`src/alu_pkg.sv`:
```
// shared ALU types; byte and pair widths are fixed by the instruction set, opcodes 22..31 undefined
package alu_pkg;

	// data widths of the practice CPU
	localparam int byte_w = 8;
	localparam int pair_w = 2 * byte_w;

	typedef logic [byte_w-1:0] byte_t;
	// high byte above low byte
	typedef logic [pair_w-1:0] pair_t;
	// shift count, low byte of b
	typedef logic [byte_w-1:0] shamt_t;

	// c after a subtract means no borrow
	typedef struct packed
	{
		logic c;
		logic z;
	} flags_t;

	// kept opcodes, rotates removed
	typedef enum logic [4:0]
	{
		op_add     = 5'd0,
		op_adc     = 5'd1,
		op_addpb   = 5'd2,
		op_addp    = 5'd3,
		op_addpsnx = 5'd4,
		op_sub     = 5'd5,
		op_sbc     = 5'd6,
		op_subpb   = 5'd7,
		op_subp    = 5'd8,
		op_and     = 5'd9,
		op_orr     = 5'd10,
		op_xor     = 5'd11,
		op_inv     = 5'd12,
		op_invp    = 5'd13,
		op_neg     = 5'd14,
		op_negp    = 5'd15,
		op_lsl     = 5'd16,
		op_lsr     = 5'd17,
		op_asr     = 5'd18,
		op_lslp    = 5'd19,
		op_lsrp    = 5'd20,
		op_asrp    = 5'd21
	} alu_op_t;

	// which width the zero flag looks at
	typedef enum logic
	{
		class_byte = 1'b0,
		class_pair = 1'b1
	} op_class_t;

	typedef struct packed
	{
		alu_op_t op;
		pair_t   a;
		pair_t   b;
		flags_t  flags;
	} alu_req_t;

	// stage 1 output
	typedef struct packed
	{
		alu_req_t  req;
		op_class_t op_class;
		logic      hold;
	} dec_t;

	// stage 2 output, flags_in kept for the hold case
	typedef struct packed
	{
		pair_t     result;
		logic      c;
		op_class_t op_class;
		logic      hold;
		flags_t    flags_in;
	} exe_t;

	typedef struct packed
	{
		pair_t  result;
		flags_t flags;
	} alu_res_t;

	// add/subtract family goes through the adder
	function automatic logic is_addsub(alu_op_t op);
		return op inside {op_add, op_adc, op_addpb, op_addp, op_addpsnx,
			op_sub, op_sbc, op_subpb, op_subp};
	endfunction

endpackage

```
`src/alu_decode.sv`:
```
// stage 1: accepts req on every in_valid edge with no ready; payload regs are not reset
module alu_decode
(
	input  logic              clk,
	input  logic              reset,
	input  logic              in_valid,
	input  alu_pkg::alu_req_t req,
	output alu_pkg::dec_t     dec,
	output logic              dec_valid
);

	import alu_pkg::*;

	shamt_t    shamt;
	op_class_t op_class;
	logic      hold;

	// shift count lives in the low byte of b
	assign shamt = req.b[byte_w-1:0];

	// classify the opcode, flag the do-nothing cases
	always_comb
	begin
		op_class = class_byte;
		hold = 1'b0;
		case (req.op)
			op_add, op_adc, op_sub, op_sbc,
			op_and, op_orr, op_xor, op_inv, op_neg:
				op_class = class_byte;
			op_addpb, op_addp, op_addpsnx, op_subpb, op_subp,
			op_invp, op_negp:
				op_class = class_pair;
			// shift by zero leaves everything alone
			op_lsl, op_lsr, op_asr:
			begin
				op_class = class_byte;
				hold = (shamt == '0);
			end
			op_lslp, op_lsrp, op_asrp:
			begin
				op_class = class_pair;
				hold = (shamt == '0);
			end
			// undefined code passes a through
			default:
			begin
				op_class = class_pair;
				hold = 1'b1;
			end
		endcase
	end

	always_ff @(posedge clk)
	begin
		if (reset)
			dec_valid <= 1'b0;
		else
			dec_valid <= in_valid;
	end

	// payload only loads on accepted requests
	always_ff @(posedge clk)
	begin
		if (in_valid)
		begin
			dec.req <= req;
			dec.op_class <= op_class;
			dec.hold <= hold;
		end
	end

endmodule

```
`src/addsub_unit.sv`:
```
// combinational add/subtract family; non-adder opcodes give a zero sum and zero carry
module addsub_unit
(
	input  alu_pkg::alu_op_t op,
	input  alu_pkg::pair_t   a,
	input  alu_pkg::pair_t   b,
	input  logic             c_in,
	output alu_pkg::pair_t   sum,
	output logic             c_out
);

	import alu_pkg::*;

	pair_t           opa;
	pair_t           opb;
	logic            cin;
	logic            byte_op;
	logic [pair_w:0] sum_full;

	// operand prep per opcode
	always_comb
	begin
		opa = '0;
		opb = '0;
		cin = 1'b0;
		byte_op = 1'b0;
		case (op)
			op_add, op_adc:
			begin
				opa = {{byte_w{1'b0}}, a[byte_w-1:0]};
				opb = {{byte_w{1'b0}}, b[byte_w-1:0]};
				// adc folds in the carry flag
				cin = (op == op_adc) ? c_in : 1'b0;
				byte_op = 1'b1;
			end
			op_sub, op_sbc:
			begin
				opa = {{byte_w{1'b0}}, a[byte_w-1:0]};
				opb = {{byte_w{1'b0}}, ~b[byte_w-1:0]};
				// sbc uses carry as not-borrow
				cin = (op == op_sbc) ? c_in : 1'b1;
				byte_op = 1'b1;
			end
			op_addpb:
			begin
				opa = a;
				opb = {{byte_w{1'b0}}, b[byte_w-1:0]};
			end
			op_addp:
			begin
				opa = a;
				opb = b;
			end
			op_addpsnx:
			begin
				opa = a;
				// sign extended low byte of b
				opb = {{byte_w{b[byte_w-1]}}, b[byte_w-1:0]};
			end
			op_subpb:
			begin
				opa = a;
				opb = ~{{byte_w{1'b0}}, b[byte_w-1:0]};
				cin = 1'b1;
			end
			op_subp:
			begin
				opa = a;
				opb = ~b;
				cin = 1'b1;
			end
			default:
				opa = '0;
		endcase
	end

	// one bit wider than a pair
	assign sum_full = {1'b0, opa} + {1'b0, opb} + {{pair_w{1'b0}}, cin};

	// byte ops carry out of bit 8, high byte forced clear
	assign sum = byte_op ? {{byte_w{1'b0}}, sum_full[byte_w-1:0]} : sum_full[pair_w-1:0];
	assign c_out = byte_op ? sum_full[byte_w] : sum_full[pair_w];

endmodule

```
`src/shift_logic_unit.sv`:
```
// combinational logic, complement and shifts; shift count zero is handled as hold upstream
module shift_logic_unit
(
	input  alu_pkg::alu_op_t op,
	input  alu_pkg::pair_t   a,
	input  alu_pkg::byte_t   b_lo,
	input  logic             c_in,
	output alu_pkg::pair_t   value,
	output logic             c_out
);

	import alu_pkg::*;

	byte_t           a_lo;
	shamt_t          shamt;
	logic [byte_w:0] sh_byte;
	logic [pair_w:0] sh_pair;

	assign a_lo = a[byte_w-1:0];
	assign shamt = b_lo;

	always_comb
	begin
		value = '0;
		c_out = 1'b0;
		sh_byte = '0;
		sh_pair = '0;
		case (op)
			// logic group, carry untouched
			op_and:
			begin
				value = {{byte_w{1'b0}}, a_lo & b_lo};
				c_out = c_in;
			end
			op_orr:
			begin
				value = {{byte_w{1'b0}}, a_lo | b_lo};
				c_out = c_in;
			end
			op_xor:
			begin
				value = {{byte_w{1'b0}}, a_lo ^ b_lo};
				c_out = c_in;
			end
			// complement and negate, carry untouched
			op_inv:
			begin
				value = {{byte_w{1'b0}}, ~a_lo};
				c_out = c_in;
			end
			op_neg:
			begin
				value = {{byte_w{1'b0}}, byte_t'(~a_lo + 1'b1)};
				c_out = c_in;
			end
			op_invp:
			begin
				value = ~a;
				c_out = c_in;
			end
			op_negp:
			begin
				value = pair_t'(~a + 1'b1);
				c_out = c_in;
			end
			// extra bit above the msb catches the last bit out
			op_lsl:
			begin
				sh_byte = {1'b0, a_lo} << shamt;
				value = {{byte_w{1'b0}}, sh_byte[byte_w-1:0]};
				c_out = sh_byte[byte_w];
			end
			op_lslp:
			begin
				sh_pair = {1'b0, a} << shamt;
				value = sh_pair[pair_w-1:0];
				c_out = sh_pair[pair_w];
			end
			// right shifts catch it below the lsb
			op_lsr:
			begin
				sh_byte = {a_lo, 1'b0} >> shamt;
				value = {{byte_w{1'b0}}, sh_byte[byte_w:1]};
				c_out = sh_byte[0];
			end
			op_lsrp:
			begin
				sh_pair = {a, 1'b0} >> shamt;
				value = sh_pair[pair_w:1];
				c_out = sh_pair[0];
			end
			// sign fills in, so c ends up as the sign for big counts
			op_asr:
			begin
				sh_byte = $signed({a_lo, 1'b0}) >>> shamt;
				value = {{byte_w{1'b0}}, sh_byte[byte_w:1]};
				c_out = sh_byte[0];
			end
			op_asrp:
			begin
				sh_pair = $signed({a, 1'b0}) >>> shamt;
				value = sh_pair[pair_w:1];
				c_out = sh_pair[0];
			end
			default:
				value = '0;
		endcase
	end

endmodule

```
`src/alu_execute.sv`:
```
// stage 2: both units are combinational here, so this stage sets the clock period
module alu_execute
(
	input  logic            clk,
	input  logic            reset,
	input  alu_pkg::dec_t   dec,
	input  logic            dec_valid,
	output alu_pkg::exe_t   exe,
	output logic            exe_valid
);

	import alu_pkg::*;

	pair_t as_sum;
	logic  as_c;
	pair_t sl_value;
	logic  sl_c;
	pair_t result;
	logic  c;

	addsub_unit u_addsub
	(
		.op    (dec.req.op),
		.a     (dec.req.a),
		.b     (dec.req.b),
		.c_in  (dec.req.flags.c),
		.sum   (as_sum),
		.c_out (as_c)
	);

	shift_logic_unit u_shift_logic
	(
		.op    (dec.req.op),
		.a     (dec.req.a),
		.b_lo  (dec.req.b[byte_w-1:0]),
		.c_in  (dec.req.flags.c),
		.value (sl_value),
		.c_out (sl_c)
	);

	// hold wins over both units
	always_comb
	begin
		if (dec.hold)
		begin
			result = dec.req.a;
			c = dec.req.flags.c;
		end
		else if (is_addsub(dec.req.op))
		begin
			result = as_sum;
			c = as_c;
		end
		else
		begin
			result = sl_value;
			c = sl_c;
		end
	end

	always_ff @(posedge clk)
	begin
		if (reset)
			exe_valid <= 1'b0;
		else
			exe_valid <= dec_valid;
	end

	always_ff @(posedge clk)
	begin
		if (dec_valid)
		begin
			exe.result <= result;
			exe.c <= c;
			exe.op_class <= dec.op_class;
			exe.hold <= dec.hold;
			exe.flags_in <= dec.req.flags;
		end
	end

endmodule

```
`src/alu_flags.sv`:
```
// stage 3: res holds its last value between results; only out_valid is reset
module alu_flags
(
	input  logic              clk,
	input  logic              reset,
	input  alu_pkg::exe_t     exe,
	input  logic              exe_valid,
	output alu_pkg::alu_res_t res,
	output logic              out_valid
);

	import alu_pkg::*;

	flags_t flags;

	// zero test width follows the class
	always_comb
	begin
		if (exe.hold)
		begin
			// nothing changes, flags go back out as they came
			flags = exe.flags_in;
		end
		else
		begin
			flags.c = exe.c;
			if (exe.op_class == class_byte)
				flags.z = (exe.result[byte_w-1:0] == '0);
			else
				flags.z = (exe.result == '0);
		end
	end

	always_ff @(posedge clk)
	begin
		if (reset)
			out_valid <= 1'b0;
		else
			out_valid <= exe_valid;
	end

	always_ff @(posedge clk)
	begin
		if (exe_valid)
		begin
			res.result <= exe.result;
			res.flags <= flags;
		end
	end

endmodule

```
`src/alu_pipeline.sv`:
```
// three-stage ALU; result comes out exactly three cycles after in_valid, no back-pressure
module alu_pipeline
(
	input  logic              clk,
	input  logic              reset,
	input  logic              in_valid,
	input  alu_pkg::alu_req_t req,
	output logic              out_valid,
	output alu_pkg::alu_res_t res
);

	import alu_pkg::*;

	dec_t dec;
	logic dec_valid;
	exe_t exe;
	logic exe_valid;

	// decode and classify
	alu_decode u_decode
	(
		.clk       (clk),
		.reset     (reset),
		.in_valid  (in_valid),
		.req       (req),
		.dec       (dec),
		.dec_valid (dec_valid)
	);

	// compute
	alu_execute u_execute
	(
		.clk       (clk),
		.reset     (reset),
		.dec       (dec),
		.dec_valid (dec_valid),
		.exe       (exe),
		.exe_valid (exe_valid)
	);

	// zero flag and output register
	alu_flags u_flags
	(
		.clk       (clk),
		.reset     (reset),
		.exe       (exe),
		.exe_valid (exe_valid),
		.res       (res),
		.out_valid (out_valid)
	);

endmodule

```
`config.mk`:
```
export PLATFORM = sky130hd
export DESIGN_NAME = alu_pipeline
export DESIGN_NICKNAME = d
export VERILOG_FILES = /design/src/alu_pkg.sv /design/src/alu_decode.sv /design/src/addsub_unit.sv /design/src/shift_logic_unit.sv /design/src/alu_execute.sv /design/src/alu_flags.sv /design/src/alu_pipeline.sv
export SDC_FILE = /design/constraint.sdc
export NUM_CORES = 1
export LEC_CHECK = 0
export ABC_AREA = 1
export BUFFER_PORTS_ARGS = -buffer_cell sky130_fd_sc_hd__buf_2
export CAP_MARGIN = 20
export CORE_ASPECT_RATIO = 1.25
export CORE_MARGIN = 5
export CORE_UTILIZATION = 48
export DETAILED_ROUTE_END_ITERATION = 12
export HOLD_SLACK_MARGIN = 0.08
export PLACE_DENSITY_LB_ADDON = 0.08
export SLEW_MARGIN = 15
export SYNTH_ARGS = -nofsm -noshare
export SYNTH_HDL_FRONTEND = slang
export SYNTH_SLANG_ARGS = --single-unit
export TNS_END_PERCENT = 50
```
`constraint.sdc`:
```
create_clock -name clk -period 7.65 [get_ports clk]
set_input_delay 1.9125 -clock clk [delete_from_list [all_inputs] [get_ports clk]]
set_output_delay 1.9125 -clock clk [all_outputs]
set_load 0.03 [all_outputs]
```
======== Word level (Yosys, flattened, before mapping) ========
Index checks and enable logic that the tools add are counted.
storage, ports and cells
  register bits ........................... 83
  bits in latches ......................... 0
  bits in writable memories ............... 0
  ROM bits ................................ 0
  memories kept ........................... 0
operators by class
  $add $sub $neg .......................... 4
  $mul .................................... 0
  div/mod/pow operators ................... 0
  magnitude comparators ................... 0
  equal/unequal tests ..................... 42
  shift-type cells ........................ 6
  multiplexer cells ....................... 18
  bitwise operators ....................... 8
  reductions and logical operators ........ 16
operators by type and width
  kind                     count
  $pmux W16 S13            1
  $pmux W16 S6             1
  $eq A5 B4 Y1 const B     16
  $eq A5 B5 Y1 const B     12
  $mux W16                 3
  $eq A5 B3 Y1 const B     8
  $not A16 Y16             2
  $pmux W16 S2             1
  $eq A5 B2 Y1 const B     4
  $add A16 B16 Y17         1
  $add A17 B1 Y17          1
  $shl A16 B8 Y17          1
  $shr A17 B8 Y17          1
  $sshr A17 B8 Y17         1
  $add A16 B1 Y16 const B  1
  $logic_not A16 Y1        1
  $logic_not A8 Y1         2
  $not A8 Y16              1
  $not A8 Y8               2
  $reduce_or A16 Y1        1
  $reduce_or A12 Y1        1
  $eq A5 B1 Y1 const B     2
  $logic_not A5 Y1         2
  $reduce_bool A9 Y1       1
  18 further kinds         27

======== Logic depth before layout (Yosys ltp) ========
  word-level depth ........................ 8
  depth in mapped cells ................... 28
  depth with buffers taken out ............ 27

======== By module ========
A second synthesis with hierarchy kept.
unflattened totals
  cells, all modules ...................... 1363
  area, all modules ....................... 8687.1 µm²
modules (own cells, without submodules)
  module            instances  cells an instance  area each (µm²)
  shift_logic_unit  1          774                3836.2
  addsub_unit       1          314                1530.2
  alu_decode        1          76                 1395.1
  alu_execute       1          160                1277.5
  alu_flags         1          39                 648.1

======== Worst setup path after synthesis ========
OpenSTA, ideal clock, no wires.
  path kind ............................... reg2reg
  start point ............................. register, netlist name u_decode.dec[40]
  end point ............................... register, netlist name u_execute.exe[15]
  setup time .............................. 0.249 ns
  arrival time ............................ 3.141 ns
  data required time ...................... 7.401 ns
  slack ................................... 4.260 ns
  stages on the path, launching flop included .. 28
  cells stage by stage .................... edfxtp_1 buf_4 nor2_1 nand2_2 a21boi_1 or2_4 nor2_8 inv_2 buf_6 o21ai_0 a21oi_1 fa_1 inv_1 fa_1 inv_1 nand3_1 nand2_1 nand3_1 nand2_1 nand2_1 nand2_1 nand2_1 nand3b_1 nand2_1 inv_1 nand3b_1 nand2_1 inv_1
between the ends
  word-level cells in the longest chain between the ends .. 8
ends and longest elaborated chain
  item                                                       line                              source
  $eq A5 B2 Y1 (tied with other cells)                       alu_pkg.sv:89, addsub_unit.sv:27
  $reduce_or A3 Y1 (no source line) (tied with other cells)  -
  $pmux W16 S6 / $pmux W16 S2 (equally long branches)        addsub_unit.sv:27                 case (op)
  $add A16 B16 Y17                                           addsub_unit.sv:78                 assign sum_full = {1'b0, opa} + {1'b0, opb} + {{pair_w{1'b0}}, cin};
  $add A17 B1 Y17                                            addsub_unit.sv:78
  $mux W16                                                   addsub_unit.sv:81                 assign sum = byte_op ? {{byte_w{1'b0}}, sum_full[byte_w-1:0]} : sum_full[pair_w-1:0];
  $mux W16 (*)                                               alu_execute.sv:49                 else if (is_addsub(dec.req.op))
  $mux W16 (*)                                               alu_execute.sv:44                 if (dec.hold)
  net u_execute.result[10]                                   alu_execute.sv:18                 pair_t result;
Mark *: on every way through the listed nets, which the timed path passes. The rest lies on a longest branch.
A chain may end at the register's enable or synchronous reset.

======== Worst setup path after layout ========
  start point ............................. register, netlist name u_decode.dec[40]
  end point ............................... register, netlist name u_execute.exe[19]
between the ends
  word-level cells in the longest chain between the ends .. 8
ends and longest elaborated chain
  item                                                       line
  $eq A5 B2 Y1 (tied with other cells)                       alu_pkg.sv:89, addsub_unit.sv:27
  $reduce_or A3 Y1 (no source line) (tied with other cells)  -
  $pmux W16 S6 / $pmux W16 S2 (equally long branches)        addsub_unit.sv:27
  $add A16 B16 Y17                                           addsub_unit.sv:78
  $add A17 B1 Y17                                            addsub_unit.sv:78
  $mux W16                                                   addsub_unit.sv:81
  $mux W16 (*)                                               alu_execute.sv:49
  $mux W16 (*)                                               alu_execute.sv:44
  net u_execute.result[14]                                   alu_execute.sv:18
Marks and branches as above.

==> reports/metrics.csv <==
metric,value,unit
Critical Path Start Type,register,
core area,0.01664,sq mm
final hold slack,438.9,ps
cell internal pwr,888.0,uW
synth top area cells,"edfxtp_1 (30%), nand2_1 (18%), nand3_1 (8.1%), nor2_1 (6.1%), ha_1 (5.0%)",
first-pass GRT wire length,44020,um
post-detail-place hpwl,21930,um
VDD IR-drop max,0.1703,mV
1st-iter DRT viols,960,
routability cong.,0.9989,
Routed Antenna Nets,0,
DR WL/cell,19.01,um
Routed WL,28330,um
sequential fraction of design power,41.1,%
Fin. Hold Viols,0,
number of flops mapped to enable cells by yosys,80,
combinational group share of total power,28.9,%
dominant synthesized flop cell,edfxtp_1,
Sum Neg Setup Slack,0,ps
Rows,53,
sequential-to-total area share from yosys stat,30.59,%
die height,154.8,um
die area,0.01948,sq mm
# setup viols final,0,
Worst setup EP type,register,
Min-Delay Path Class,reg2reg,
status,"complete, no violations",
Synth Warn #,0,
Crit-path slowest cell,edfxtp_1,
"Hold-fix buffers, CTS",0,
sw frac,37.79,%
post_cts resized,0,
Synth Area per Inst,6.540,sq um
# IOs,61,
Syn-to-layout area delta,8.688,%
synthesis-stage register bit count,83,
Final period util,51.95,%
Die Wd,125.8,um
Crit path max-delay family,simple AND/OR/NAND/NOR gates,
ANT cells,0,
pins over their slew limit,0,
leakage power,0.004043,uW
Sink Count,83,
Num CTS Buffers,9,
vias in the first global route,7897,
kind of critical path,reg2reg,
Worst Tran Pin Value,933.2,ps
CP Data Arrival Time,4080,ps
most common cell in the synthesized netlist,nand2_1,
grt total ovfl,0,
ys async rst share,0,%
vias per cell,5.728,
slew margin rel.,37.79,%
"slowest stage delay, CP",580,ps
CP Cell Sequence,nor2_1 > nand2_2 > a21boi_1 > or2_4 > nor2_8 > inv_2 > o21ai_0 > a21oi_1 > fa_1 > inv_1 > fa_1 > inv_1 > nand3_1 > nand2_1 > a21oi_1 > o211ai_1 > a21oi_1 > o21ai_1 > nand3_1 > nand2_1 > nand2_1,
Starting Density,48.37,%
DR pass1 iterations,5,
Port Buffers,60,
Final Skew,9.029,ps
vias after detailed routing,8534,
leading area contributor after synthesis,edfxtp_1,
Yosys cell types,58,
Syn Std Cell Area,0.008050,sq mm
largest net degree at the start of global routing,48,
Yosys top cell area share,29.84,%
Clock transition at path regs,70,ps
Total GRT Usage,28.87,%
initial antenna violation count,0,
Fmax,251.6,MHz
syn_nets,1307,
"Setup Fix Bufs, Post-CTS",0,
required time of the critical path,7760,ps
PD cells,163.1,mW/mm^2
H-tree Lvls,3,
CTS tree,yes,
"Max FO, Critical Path",13,
Root Driver,clkbuf_16,
Clk pwr share,30.0,%
Final nets,1341,
Clock Latency Late Sink,350,ps
Final min period,3974,ps
share of cells above drive strength 1,11.26,%
NetSw,539.3,uW
Remaining DRCs,0,
unrepaired setup endpoints after global routing,false,
Post-synth top cells,"nand2_1 (391), nand3_1 (130), nor2_1 (130), inv_1 (102), edfxtp_1 (80)",
worst-case clock buffer depth,2,
Cells after Synth,1231,
worst path buffer plus inverter count,3,
total of max-cap violations,0,
[path summary, 6_finish.rpt]
kind	slack, ps	start	to	cells past startpoint
setup / recovery	3680	u_decode.dec[40]$_DFFE_PP_	u_execute.exe[19]$_DFFE_PP_	21
setup reg to reg	3680	u_decode.dec[40]$_DFFE_PP_	u_execute.exe[19]$_DFFE_PP_	21
hold reg to reg	440	u_decode.dec[2]$_DFFE_PP_	u_execute.exe[0]$_DFFE_PP_	0
hold / removal	440	u_decode.dec[2]$_DFFE_PP_	u_execute.exe[0]$_DFFE_PP_	0
[sequential cells by signal, indices dropped and copies added, names as in the netlist]
name / count
u_decode.dec: 41
u_decode.dec_valid: 1
u_execute.exe: 21
u_execute.exe_valid: 1
u_flags.out_valid: 1
u_flags.res: 18
[stage by stage]
step	total power [uW]	setup slack (ps)	cells	util, %	cell area [sq um]
2_1_floorplan	869.9	4260	1231	-	8050
6_report	1427	3676	1490	52.57	8750
3_3_place_gp	997.7	3775	1474	50.81	8457
3_5_place_dp	998.4	3785	1474	50.81	8457
4_1_cts	1427	3739	1490	52.57	8750
5_1_grt	1504	3337	1490	52.57	8750
[final cells by class]
class	instances	area [sq um]
fill	1742	7895
inverter	118	442.9
sequential	83	2462
timing repair buffer	69	367.9
multi-input combinational	984	4908
clock inverter	7	67.56
clock buffer	9	225.2
tap	220	275.3
[power by group through the flow]
stage | Combinational, uW | Sequential, uW | Clock (uW)
final | 413 | 587 | 428
after global routing | 457 | 590 | 456
after CTS | 406 | 585 | 437
after detailed placement | 404 | 595 | 0
after global placement | 403 | 595 | 0
after floorplan | 294 | 576 | 0
[placed cells by master, fill, tap and decap left out, types with 3 or more instances in the layout]
cell type,count
ha_1,32
nor3_2,4
inv_2,15
nand4_1,22
nand3b_1,6
nand2_2,5
o21ai_1,24
a31oi_1,5
nor4_1,10
a21oi_1,61
buf_2,60
nor3_1,12
inv_1,102
clkinvlp_4,3
dfxtp_1,3
xor2_1,5
nand3_1,130
nand2_1,391
edfxtp_1,80
or2_2,5
nor2_4,7
o21ai_0,77
nor2_2,9
nor2_1,130
o22ai_1,3
inv_8,4
clkbuf_16,9
nand3_2,3
o211ai_1,7
buf_4,9
[kinds of logic after synthesis]
family,count (synthesis),synth area share [%]
and+or+nand+nor,745,41.20
AOI/OAI and AO/OA,197,13.38
buffers and inverters,164,8.439
DFF,83,30.59
adders and majority gates,34,5.471
xor gates and xnor gates,6,0.6528
muxes,2,0.2642
[routing by layer]
metal  wire length [um]  up-vias  global-route usage, %
met1              11590     3853                  37.34
li1                   -     4182                      -
met2              12730      396                  46.86
met4               1637        0                  14.15
met3               2365      103                  4.905
met5                  0        -                      0
Power figures use the tool's default switching activity.
